--- config.mk ---
export PLATFORM = sky130hd
export DESIGN_NAME = eeprom_rw
export DESIGN_NICKNAME = d
export VERILOG_FILES = /design/src/verilog/eeprom_cmd_pkg.sv /design/src/verilog/i2c_bus_pkg.sv /design/src/verilog/eeprom_rw.sv /design/src/verilog/eeprom_rw_seq.sv /design/src/verilog/i2c_bit_tx.sv /design/src/verilog/i2c_byte_rx.sv
export SDC_FILE = /design/constraint.sdc
export NUM_CORES = 1
export LEC_CHECK = 0
export BUFFER_PORTS_ARGS = -buffer_cell sky130_fd_sc_hd__buf_2
export CAP_MARGIN = 15
export CORE_MARGIN = 2
export CORE_UTILIZATION = 54
export CTS_CLUSTER_DIAMETER = 50
export DETAILED_ROUTE_END_ITERATION = 16
export HOLD_SLACK_MARGIN = 0.03
export PLACE_DENSITY_LB_ADDON = 0.25
export SLEW_MARGIN = 40
export SYNTH_ARGS = -nofsm -noshare
export SYNTH_HDL_FRONTEND = slang
export SYNTH_HIERARCHICAL = 1
export SYNTH_SLANG_ARGS = --single-unit
--- constraint.sdc ---
create_clock -name CLK -period 6 [get_ports CLK]
set_input_delay 0.6 -clock CLK [delete_from_list [all_inputs] [get_ports CLK]]
set_output_delay 0.6 -clock CLK [all_outputs]
set_load 0.05 [all_outputs]
--- src/verilog/eeprom_cmd_pkg.sv ---
`default_nettype none

package eeprom_cmd_pkg;

    localparam int ADDR_W = 11; // 2 KB array, top three bits go in the control byte

    // host request, latched on wr or rd
    typedef struct packed {
        logic              is_read;
        logic [ADDR_W-1:0] addr;
        logic [7:0]        wdata;
    } eeprom_req_t;

    // result, valid with ack
    typedef struct packed {
        logic [7:0] rdata;
        logic       nack;   // slave did not acknowledge
    } eeprom_rsp_t;

endpackage

`default_nettype wire

--- src/verilog/i2c_bus_pkg.sv ---
`default_nettype none

package i2c_bus_pkg;

    localparam logic [3:0] DEV_TYPE = 4'b1010; // serial EEPROM type code

    typedef enum logic [2:0] {
        SEG_START,
        SEG_RESTART,
        SEG_SEND,
        SEG_RECV,
        SEG_STOP
    } seg_kind_t;

    // one bus segment, tx_byte only matters for SEG_SEND
    typedef struct packed {
        seg_kind_t  kind;
        logic [7:0] tx_byte;
    } seg_cmd_t;

endpackage

`default_nettype wire

--- src/verilog/eeprom_rw.sv ---
`timescale 1ns/1ps
`default_nettype none

module eeprom_rw #(
    parameter int CLK_DIV = 4 // scl half period in CLK cycles
) (
    input  logic                              CLK,
    input  logic                              RESET,
    input  logic                              wr,
    input  logic                              rd,
    input  logic [eeprom_cmd_pkg::ADDR_W-1:0] addr,
    input  logic [7:0]                        wdata,
    output logic                              busy,
    output logic                              ack,
    output eeprom_cmd_pkg::eeprom_rsp_t       rsp,
    output logic                              scl,
    output logic                              sda_drive_low,
    input  logic                              sda_in
);
    import i2c_bus_pkg::*;

    seg_cmd_t   seg_cmd;
    logic       seg_start;
    logic       seg_done;
    logic       slave_nack;
    logic       rx_start;
    logic       rx_done;
    logic [7:0] rx_byte;

    eeprom_rw_seq seq_i (
        .CLK        (CLK),
        .RESET      (RESET),
        .wr         (wr),
        .rd         (rd),
        .addr       (addr),
        .wdata      (wdata),
        .busy       (busy),
        .ack        (ack),
        .rsp        (rsp),
        .seg_cmd    (seg_cmd),
        .seg_start  (seg_start),
        .seg_done   (seg_done),
        .slave_nack (slave_nack),
        .rx_start   (rx_start),
        .rx_done    (rx_done),
        .rx_byte    (rx_byte)
    );

    i2c_bit_tx #(
        .CLK_DIV (CLK_DIV)
    ) tx_i (
        .CLK           (CLK),
        .RESET         (RESET),
        .seg_cmd       (seg_cmd),
        .seg_start     (seg_start),
        .seg_done      (seg_done),
        .slave_nack    (slave_nack),
        .scl           (scl),
        .sda_drive_low (sda_drive_low),
        .sda_in        (sda_in)
    );

    // runs beside tx_i during a receive segment
    i2c_byte_rx rx_i (
        .CLK      (CLK),
        .RESET    (RESET),
        .rx_start (rx_start),
        .scl      (scl),
        .sda_in   (sda_in),
        .rx_done  (rx_done),
        .rx_byte  (rx_byte)
    );

endmodule

`default_nettype wire

--- src/verilog/eeprom_rw_seq.sv ---
`timescale 1ns/1ps
`default_nettype none

module eeprom_rw_seq (
    input  logic                              CLK,
    input  logic                              RESET,
    input  logic                              wr,
    input  logic                              rd,
    input  logic [eeprom_cmd_pkg::ADDR_W-1:0] addr,
    input  logic [7:0]                        wdata,
    output logic                              busy,
    output logic                              ack,
    output eeprom_cmd_pkg::eeprom_rsp_t       rsp,
    output i2c_bus_pkg::seg_cmd_t             seg_cmd,
    output logic                              seg_start,
    input  logic                              seg_done,
    input  logic                              slave_nack,
    output logic                              rx_start,
    input  logic                              rx_done,
    input  logic [7:0]                        rx_byte
);
    import eeprom_cmd_pkg::*;
    import i2c_bus_pkg::*;

    typedef enum logic [1:0] {ST_IDLE, ST_ISSUE, ST_WAIT, ST_ACK} state_t;

    state_t      state;
    eeprom_req_t req;
    logic [2:0]  step;
    logic [2:0]  last_step;  // index of the stop segment
    logic        nack_q;
    logic        seg_seen;
    logic        rx_seen;
    logic        seg_ok;
    logic        rx_ok;
    logic        step_end;

    assign busy      = (state != ST_IDLE);
    assign ack       = (state == ST_ACK);
    assign seg_start = (state == ST_ISSUE);
    assign rx_start  = seg_start && (seg_cmd.kind == SEG_RECV);
    assign last_step = req.is_read ? 3'd6 : 3'd4;

    // receive finishes only once both blocks report, in either order
    assign seg_ok   = seg_seen | seg_done;
    assign rx_ok    = (seg_cmd.kind != SEG_RECV) | rx_seen | rx_done;
    assign step_end = (state == ST_WAIT) && seg_ok && rx_ok;

    // write: start, ctrl, addr, data, stop
    // read:  start, ctrl, addr, restart, ctrl, recv, stop
    always_comb
    begin
        seg_cmd.kind    = SEG_STOP;
        seg_cmd.tx_byte = 8'h00;
        case (step)
            3'd0: seg_cmd.kind = SEG_START;
            3'd1:
            begin
                seg_cmd.kind    = SEG_SEND;
                seg_cmd.tx_byte = {DEV_TYPE, req.addr[ADDR_W-1:8], 1'b0};
            end
            3'd2:
            begin
                seg_cmd.kind    = SEG_SEND;
                seg_cmd.tx_byte = req.addr[7:0];
            end
            3'd3:
            begin
                seg_cmd.kind    = req.is_read ? SEG_RESTART : SEG_SEND;
                seg_cmd.tx_byte = req.wdata;
            end
            3'd4:
            begin
                if (req.is_read)
                begin
                    seg_cmd.kind    = SEG_SEND;
                    seg_cmd.tx_byte = {DEV_TYPE, req.addr[ADDR_W-1:8], 1'b1};
                end
            end
            3'd5: seg_cmd.kind = SEG_RECV;
            default: seg_cmd.kind = SEG_STOP;
        endcase
    end

    always_ff @(posedge CLK)
    begin
        if (RESET)
        begin
            state    <= ST_IDLE;
            step     <= '0;
            nack_q   <= 1'b0;
            seg_seen <= 1'b0;
            rx_seen  <= 1'b0;
        end
        else
        begin
            case (state)
                ST_IDLE:
                begin
                    if (wr || rd)
                    begin
                        state  <= ST_ISSUE;
                        step   <= '0;
                        nack_q <= 1'b0;
                    end
                end
                ST_ISSUE: state <= ST_WAIT;
                ST_WAIT:
                begin
                    if (step_end)
                    begin
                        seg_seen <= 1'b0;
                        rx_seen  <= 1'b0;
                        if (step == last_step)
                            state <= ST_ACK;
                        else
                        begin
                            state <= ST_ISSUE;
                            if (seg_cmd.kind == SEG_SEND && slave_nack)
                            begin
                                nack_q <= 1'b1;
                                step   <= last_step; // straight to stop
                            end
                            else
                                step <= step + 3'd1;
                        end
                    end
                    else
                    begin
                        if (seg_done)
                            seg_seen <= 1'b1;
                        if (rx_done)
                            rx_seen <= 1'b1;
                    end
                end
                default: state <= ST_IDLE;
            endcase
        end
    end

    always_ff @(posedge CLK)
    begin
        if (state == ST_IDLE && (wr || rd))
        begin
            req.is_read <= !wr; // wr wins
            req.addr    <= addr;
            req.wdata   <= wdata;
        end
        if (step_end && step == last_step)
        begin
            rsp.rdata <= (req.is_read && !nack_q) ? rx_byte : 8'h00;
            rsp.nack  <= nack_q;
        end
    end

endmodule

`default_nettype wire

--- src/verilog/i2c_bit_tx.sv ---
`timescale 1ns/1ps
`default_nettype none

module i2c_bit_tx #(
    parameter int CLK_DIV = 4
) (
    input  logic                  CLK,
    input  logic                  RESET,
    input  i2c_bus_pkg::seg_cmd_t seg_cmd,
    input  logic                  seg_start,
    output logic                  seg_done,
    output logic                  slave_nack,
    output logic                  scl,
    output logic                  sda_drive_low,
    input  logic                  sda_in
);
    import i2c_bus_pkg::*;

    localparam int CNT_W = $clog2(CLK_DIV);
    localparam logic [CNT_W-1:0] DIV_LAST = CNT_W'(CLK_DIV - 1);
    localparam logic [CNT_W-1:0] DIV_MID = CNT_W'((CLK_DIV - 1) / 2); // never on DIV_LAST

    logic             active;
    seg_kind_t        kind;
    logic [7:0]       shreg;
    logic [CNT_W-1:0] div_cnt;
    logic [4:0]       half_cnt;   // even halves have scl low, except in a start
    logic [4:0]       half_last;

    assign half_last = (kind == SEG_SEND || kind == SEG_RECV) ? 5'd17 : 5'd1;

    always_ff @(posedge CLK)
    begin
        if (RESET)
        begin
            active        <= 1'b0;
            kind          <= SEG_STOP;
            div_cnt       <= '0;
            half_cnt      <= '0;
            seg_done      <= 1'b0;
            slave_nack    <= 1'b0;
            scl           <= 1'b1;
            sda_drive_low <= 1'b0;
        end
        else
        begin
            seg_done <= 1'b0;
            if (active)
            begin
                // sda moves mid-half, well clear of the scl edges
                if (div_cnt == DIV_MID)
                begin
                    case (kind)
                        SEG_START, SEG_RESTART: sda_drive_low <= half_cnt[0];
                        SEG_STOP:               sda_drive_low <= ~half_cnt[0];
                        SEG_SEND:
                        begin
                            if (!half_cnt[0])
                            begin
                                // released on the ninth bit for the slave ack
                                sda_drive_low <= (half_cnt == 5'd16) ? 1'b0 : ~shreg[7];
                                shreg         <= {shreg[6:0], 1'b0};
                            end
                            else if (half_cnt == 5'd17)
                                slave_nack <= sda_in;
                        end
                        default: sda_drive_low <= 1'b0; // receive, master nack on bit 9
                    endcase
                end
                if (div_cnt == DIV_LAST)
                begin
                    div_cnt <= '0;
                    if (half_cnt == half_last)
                    begin
                        active   <= 1'b0;
                        seg_done <= 1'b1;
                    end
                    else
                    begin
                        half_cnt <= half_cnt + 5'd1;
                        scl      <= ~half_cnt[0];
                    end
                end
                else
                    div_cnt <= div_cnt + 1'b1;
            end
            else if (seg_start)
            begin
                active     <= 1'b1;
                kind       <= seg_cmd.kind;
                shreg      <= seg_cmd.tx_byte;
                div_cnt    <= '0;
                half_cnt   <= '0;
                slave_nack <= 1'b0;
                scl        <= (seg_cmd.kind == SEG_START); // bus idle, scl already high
            end
        end
    end

endmodule

`default_nettype wire

--- src/verilog/i2c_byte_rx.sv ---
`timescale 1ns/1ps
`default_nettype none

module i2c_byte_rx (
    input  logic       CLK,
    input  logic       RESET,
    input  logic       rx_start,
    input  logic       scl,
    input  logic       sda_in,
    output logic       rx_done,
    output logic [7:0] rx_byte
);
    logic       scl_d;
    logic       scl_rise;
    logic       armed;
    logic [2:0] bit_cnt;

    assign scl_rise = scl & ~scl_d;

    always_ff @(posedge CLK)
    begin
        if (RESET)
        begin
            scl_d   <= 1'b1; // scl idles high
            armed   <= 1'b0;
            bit_cnt <= '0;
            rx_done <= 1'b0;
        end
        else
        begin
            scl_d   <= scl;
            rx_done <= 1'b0;
            if (rx_start)
            begin
                armed   <= 1'b1;
                bit_cnt <= '0;
            end
            else if (armed && scl_rise)
            begin
                bit_cnt <= bit_cnt + 3'd1;
                if (bit_cnt == 3'd7)
                begin
                    armed   <= 1'b0; // ninth rise is the master nack, not data
                    rx_done <= 1'b1;
                end
            end
        end
    end

    // msb first
    always_ff @(posedge CLK)
    begin
        if (armed && scl_rise)
            rx_byte <= {rx_byte[6:0], sda_in};
    end

endmodule

`default_nettype wire
==> results of run 1 <==
## path summary, 6_finish.rpt
path	startpoint	to	slack (ns)
max	seq_i/step[1]$_SDFFE_PP0P_	rx_i/bit_cnt[0]$_SDFFE_PP0P_	3.17
min	wdata[7]	seq_i/req[7]$_DFFE_PP_	0.42
max reg2reg	seq_i/step[1]$_SDFFE_PP0P_	rx_i/bit_cnt[0]$_SDFFE_PP0P_	3.17
min reg2reg	rx_i/rx_byte[6]$_DFFE_PP_	rx_i/rx_byte[7]$_DFFE_PP_	0.45
## cells in the mapped netlist (3+ instances only)
cell type  count
clkbuf_1       6
a211oi_1       3
mux2_4         4
or3_1          4
ha_1          12
nor2b_1        6
nor3_1        10
and2_1         9
a222oi_1       3
mux2_2         7
nand3_1        3
edfxtp_1      45
nand2b_1       5
o2111ai_1      3
dfxtp_1       29
o21ai_0        4
a221oi_1       3
a22oi_1        3
nand2_1       12
buf_2          4
inv_1         11
a21oi_1       13
nor2_1        28
xor2_1         4
a22o_1         3
nor3b_1        7
## worst max-delay path, cell delays in order (launching register included)
cell and delay (ns):
dfxtp_1 0.49, ha_1 0.24, ha_1 0.47, a22oi_1 0.22
or3_1 0.42, nor3b_2 0.47, nor3_1 0.12, mux2_4 0.28
## kinds of logic (layout without fill, tap and decap cells)
family	Yosys count	in the layout	share of synthesized area, %
and+or+nand+nor	105	105	17.4
DFF	74	74	57.3
AOI/OAI and AO/OA	53	53	12.0
buffers and inverters	23	63	3.04
adders and majority gates	12	12	4.46
muxes	12	12	4.42
xor gates and xnor gates	5	5	1.30
## state kept, by name (all words and copies together) (netlist names)
signal              count
rx_i/armed              1
rx_i/bit_cnt            3
rx_i/rx_byte            8
rx_i/rx_done            1
rx_i/scl_d              1
seq_i/nack_q            1
seq_i/req              20
seq_i/rsp               9
seq_i/rx_seen           1
seq_i/seg_seen          1
seq_i/state             2
seq_i/step              3
tx_i/active             1
tx_i/div_cnt            2
tx_i/half_cnt           5
tx_i/kind               3
tx_i/scl                1
tx_i/sda_drive_low      1
tx_i/seg_done           1
tx_i/shreg              8
tx_i/slave_nack         1
## metal layers
layer	GRT usage (%)	vias to the layer above	share of wire, %
met4	9.54	0	2.0
met5	0	-	0
met2	30.6	76	49
met3	3.58	11	4.6
met1	23.8	1122	45
li1	-	1127	-
## power by group
part,switching (mW),internal (mW)
sequential,0.0183,0.565
combinational,0.0459,0.0266
clock,0.178,0.235
## stage by stage
stage / utilization (%) / cells / total power [mW] / hold WS [ns] / setup WS [ns]
after floorplan: - / 284 / 0.640 / 0.417 / 3.59
after global placement: 59.8 / 383 / 0.664 / 0.430 / 3.10
after detailed placement: 59.9 / 383 / 0.667 / 0.429 / 2.95
after CTS: 63.5 / 399 / 1.08 / 0.415 / 2.93
after global routing: 63.5 / 399 / 1.11 / 0.410 / 2.98
final: 63.5 / 399 / 1.07 / 0.422 / 3.17
## area by class of cell
type | instances | area [um^2]
fill | 474 | 2180
clock buffer | 12 | 135
sequential | 74 | 1930
clock inverter | 4 | 76.3
timing repair buffer | 36 | 180
inverter | 11 | 41.3
multi-input combinational | 187 | 1350
tap | 75 | 93.8
==> reports/results.ini, run 1 <==
[clocking]
cts_buffer_depth=2
post_cts_buffers=0
cts_tree=yes
cts_sinks=74
cts_buffers=9
clk_latency_ns=0.35
path_clk_slew_ns=0.08
ctsResizeCount=0
ctsHtreeMaxLevel=3
holdBufCountCts=0
cts_root_buf=clkbuf_8

[global_route]
grt_pass1_wl_um=10300
first_global_vias=2186
grt_overflow=0
antenna_found_initial=0
grt_max_degree=34
grt_usage_pct=18.8

[power_and_ir_drop]
vdd_drop_max_mv=0.177
pwr_density_cell_nw_per_um2=281
power.static_leakage_nw=1.42

[worst_setup_path]
critPathKind=register to register
path_max_fanout=11
worstPathArrival_ns=3.06
endpoint_kind=register
required_ns=6.23
reg2regPathDepth=7
cp-start-kind=register

[placement]
portBuffers=36
dpl-instance-area_um2=3590
place_congestion=0.860
hpwl_um=4260

[sta]
period_share_pct=47.1
fin_skew_ns=0.00862
worst_pin_slew_ns=0.848
drv_slew=0
tns_ns=0
clock.fmax_mhz=354
period_needed_ns=2.83
relSlewSlack_pct=43.3
finalSetupViolations=0
rsz0062_at_grt=no
report.final.hold_viol_count=0

[flow_run]
drv_cap=0

[yosys]
synthArstFlopShare_pct=0
syn_nets=320
netlist_top_cells_area=edfxtp_1 40%, dfxtp_1 17%, ha_1 4.5%, nor2_1 3.1%, mux2_2 2.3%
synth.distinct_cells=59
ys_seq_area_share_pct=57.3
synth-seq-cells=74
avgSynthCellArea_um2=11.9
yosysWarnings=6
yosysTopAreaCell=edfxtp_1
synth_flop_cell=edfxtp_1
synthCells=284
synth_edf_count=45
yosysTopAreaCellShare_pct=40.1
syn_area_um2=3370

[floorplanning]
start_util_pct=56.2
io-pin-count=37
core_um2=5990
rows=28
die_width_um=83.0
dieArea_um2=6890
die_height_um=83.0

[cells_and_area]
most-common-layout-cells=45 x edfxtp_1, 36 x buf_2, 29 x dfxtp_1
fin_nets=355
layout-drive-gt1-share_pct=22.8
layout_commonest_cell=edfxtp_1
design_area_um2=3810
antenna_cells=0
area_growth_pct=13.0

[routing]
detail_route.iter0.violations=111
postRouteAntennaNets=0
viasPerCell=5.85
drt_first_pass_iters=5
num_vias=2336
wl_per_cell_um=15.9
routed_wl_um=6350
drc=0

[min_path]
hold_depth=1
holdCritPathClass=input pin to register

[status]
status=finished clean

Power figures use the tool's default switching activity.
==> run 2: changes to the inputs <==
--- a/config.mk
+++ b/config.mk
@@ -5,10 +5,11 @@
 export SDC_FILE = /design/constraint.sdc
 export NUM_CORES = 1
 export LEC_CHECK = 0
+export ABC_AREA = 1
 export BUFFER_PORTS_ARGS = -buffer_cell sky130_fd_sc_hd__buf_2
 export CAP_MARGIN = 15
 export CORE_MARGIN = 2
-export CORE_UTILIZATION = 54
+export CORE_UTILIZATION = 53
 export CTS_CLUSTER_DIAMETER = 50
 export DETAILED_ROUTE_END_ITERATION = 16
 export HOLD_SLACK_MARGIN = 0.03
==> constraint.sdc (replaced) <==
create_clock -name CLK -period 2.4 [get_ports CLK]
set_input_delay 0.24 -clock CLK [delete_from_list [all_inputs] [get_ports CLK]]
set_output_delay 0.24 -clock CLK [all_outputs]
set_load 0.05 [all_outputs]
==> reports/results.ini, run 2 <==
[status]
status=finished clean

[global_route]
grt_usage_pct=19.0  ; +0.27 points
grt_pass1_wl_um=10800  ; +4.8%
grt_max_degree=22  ; -35%
first_global_vias=2414  ; +10%
antenna_found_initial=0  ; unchanged
grt_overflow=0  ; unchanged

[floorplanning]
dieArea_um2=7260  ; +5.4%
start_util_pct=55.0  ; -1.2 points
io-pin-count=37  ; unchanged
rows=29  ; +3.6%
die_width_um=85.2  ; +2.7%
core_um2=6350  ; +6.0%
die_height_um=85.2  ; +2.7%

[routing]
route.met3.wl_um=332  ; +14%
viasPerCell=5.05  ; -14%
postRouteAntennaNets=0  ; unchanged
wl_met1_um=2880  ; +1.2%
dr_wl_met2_um=2850  ; -7.7%
drc=0  ; unchanged
highest_layer=met4
detail_route.iter0.violations=199  ; +79%
num_vias=2556  ; +9.4%
routed_wl_um=6180  ; -2.7%
wl_per_cell_um=12.2  ; -23%
drt_first_pass_iters=4  ; -1

[sta]
report.final.hold_viol_count=0  ; unchanged
setup_ws_ns=0.365  ; -2.81 ns
period_needed_ns=2.04  ; -0.791 ns
period_share_pct=84.8  ; +38 points
fin_skew_ns=0.00873  ; +0.000109 ns
clock.fmax_mhz=491  ; +39%
drv_slew=0  ; unchanged
relSlewSlack_pct=64.0  ; +21 points
rsz0062_at_grt=no
finalSetupViolations=0  ; unchanged
tns_ns=0  ; unchanged
worst_pin_slew_ns=0.535  ; -0.313 ns

[yosys]
synth_most_common_cell=nand2_1
syn_nets=414  ; +29%
synth.distinct_cells=39  ; -34%
netlist_top_cells_area=edfxtp_1 39%, dfxtp_1 17%, nand2_1 9.7%, inv_1 4.5%, ha_1 4.3%
yosysWarnings=6  ; unchanged
syn_area_um2=3490  ; +3.7%
synth_edf_count=45  ; unchanged
synth_common_cells=90 x nand2_1, 45 x edfxtp_1, 42 x inv_1
synth_top_family_by_area=simple AND/OR/NAND/NOR gates
ys_seq_area_share_pct=55.3  ; -2.1 points
synthAdderAreaFrac_pct=4.30  ; -0.16 points
yosysTopAreaCellShare_pct=38.7  ; -1.4 points
avgSynthCellArea_um2=9.24  ; -22%
synth_flop_cell=edfxtp_1
synth-xor-area-share_pct=0.752  ; -0.55 points
synthArstFlopShare_pct=0  ; unchanged
yosysTopAreaCell=edfxtp_1
synth.area.mux_share_pct=0  ; -4.4 points
yosys.area_share.simple_pct=25.5  ; +8.1 points
synth-seq-cells=74  ; unchanged
synth-compound-area-share_pct=7.09  ; -4.9 points
synthCells=378  ; +33%

[power_and_ir_drop]
power.static_leakage_nw=1.75  ; +23%
vdd_drop_max_mv=0.470  ; +170%
power_mw=3.20  ; +200%
pwr_density_cell_nw_per_um2=792  ; +180%

[worst_setup_path]
cp-start-kind=register
path_max_fanout=9  ; -2
required_ns=2.40  ; -3.83 ns
critPathKind=register to register
reg2reg_from=seq_i/step[0]$_SDFFE_PP0P_
worstPathArrival_ns=2.03  ; -1.03 ns
reg2regPathDepth=9  ; +2
rrSetupSlack_ns=0.36  ; -2.81 ns
crit_start=seq_i/step[0]$_SDFFE_PP0P_
r2r_end=seq_i/rsp[1]$_SDFFCE_PN0P_
endpoint_kind=register
crit_end=seq_i/rsp[1]$_SDFFCE_PN0P_

[clocking]
cts_tree=yes
ctsHtreeMaxLevel=3  ; unchanged
cts_root_buf=clkbuf_8
clk_latency_ns=0.35  ; about the same
cts_buffers=9  ; unchanged
cts_buffer_depth=2  ; unchanged
post_cts_buffers=0  ; unchanged
cts_sinks=74  ; unchanged
path_clk_slew_ns=0.08  ; about the same
ctsResizeCount=0  ; unchanged
holdBufCountCts=0  ; unchanged

[cells_and_area]
layout_commonest_cell=nand2_1
final_cells=506  ; +27%
largest_reg_flops=20  ; unchanged
regMostFlops=seq_i/req
most-common-layout-cells=90 x nand2_1, 45 x edfxtp_1, 42 x inv_1
antenna_cells=0  ; unchanged
fin_nets=460  ; +30%
reg_top3=seq_i/req (20), seq_i/rsp (9)
layout-drive-gt1-share_pct=23.8  ; +0.94 points
area_growth_pct=15.6

[placement]
hpwl_um=4360  ; +2.4%
dp_cells=490  ; +28%
portBuffers=36  ; unchanged
place_ws_ns=0.147  ; -2.81 ns
place_congestion=0.842  ; -2.0%

[min_path]
min-delay-start=wdata[2]
holdCritPathClass=input pin to register

[flow_run]
drv_cap=0  ; unchanged

## run 2: cells by family (layout without fill, tap and decap cells)
| family | Yosys count | after routing |
|---|---|---|
| AOI/OAI and AO/OA | 40 | 40 |
| adders and majority gates | 12 | 12 |
| buffers and inverters | 60 | 111 |
| xor gates and xnor gates | 3 | 3 |
| and+or+nand+nor | 189 | 189 |
| DFF | 74 | 74 |
## run 2: final cells by class
type                            count  area (um^2)
Clock buffer                       10          128
Clock inverter                      6          138
Fill cell                         509         2310
Inverter                           54          208
Multi-Input combinational cell    244         1320
Sequential cell                    74         1930
Tap cell                           77         96.3
Timing Repair Buffer               41          218
## run 2: how the worst min path moves through the flow
stage | cells past startpoint | to | slack, ns
4_1_cts | 1 | seq_i/req[2]$_DFFE_PP_ | 0.05
6_report | 1 | seq_i/req[2]$_DFFE_PP_ | 0.07
3_3_place_gp | 1 | seq_i/req[11]$_DFFE_PP_ | 0.42
5_1_grt | 1 | seq_i/req[13]$_DFFE_PP_ | 0.04
3_5_place_dp | 1 | seq_i/req[8]$_DFFE_PP_ | 0.42
2_1_floorplan | 1 | seq_i/step[2]$_SDFFE_PP0P_ | 0.30
## run 2: per-stage QoR
stage	hold slack, ns	utilization, %	cell area (um^2)
6_report	0.0660	63.6	4040
5_1_grt	0.0421	63.6	4040
4_1_cts	0.0492	63.6	4040
3_5_place_dp	0.418	59.4	3770
3_3_place_gp	0.416	59.4	3770
2_1_floorplan	0.302	-	3500
## run 2: layer usage
| metal | GRT usage (%) | up-vias |
|---|---|---|
| li1 | - | 1329 |
| met1 | 24.8 | 1150 |
| met2 | 29.8 | 65 |
| met3 | 4.38 | 12 |
| met4 | 9.96 | 0 |
| met5 | 0 | - |
## run 2: critical path, cell delays in order (launching register included)
cell	delay, ns
dfxtp_1	0.34
ha_1	0.23
ha_1	0.22
nand2_1	0.12
nand2_2	0.08
nor2_4	0.13
nor2_2	0.05
nand2_2	0.08
nand2_4	0.07
nor2_2	0.37
## run 2: power breakdown
part           total (mW)  switching (mW)  leakage, nW  internal (mW)
registers            1.49          0.0478        0.661           1.44
logic               0.433           0.293        0.955          0.140
clock network        1.27           0.471        0.131          0.802
total                3.20           0.812         1.75           2.39
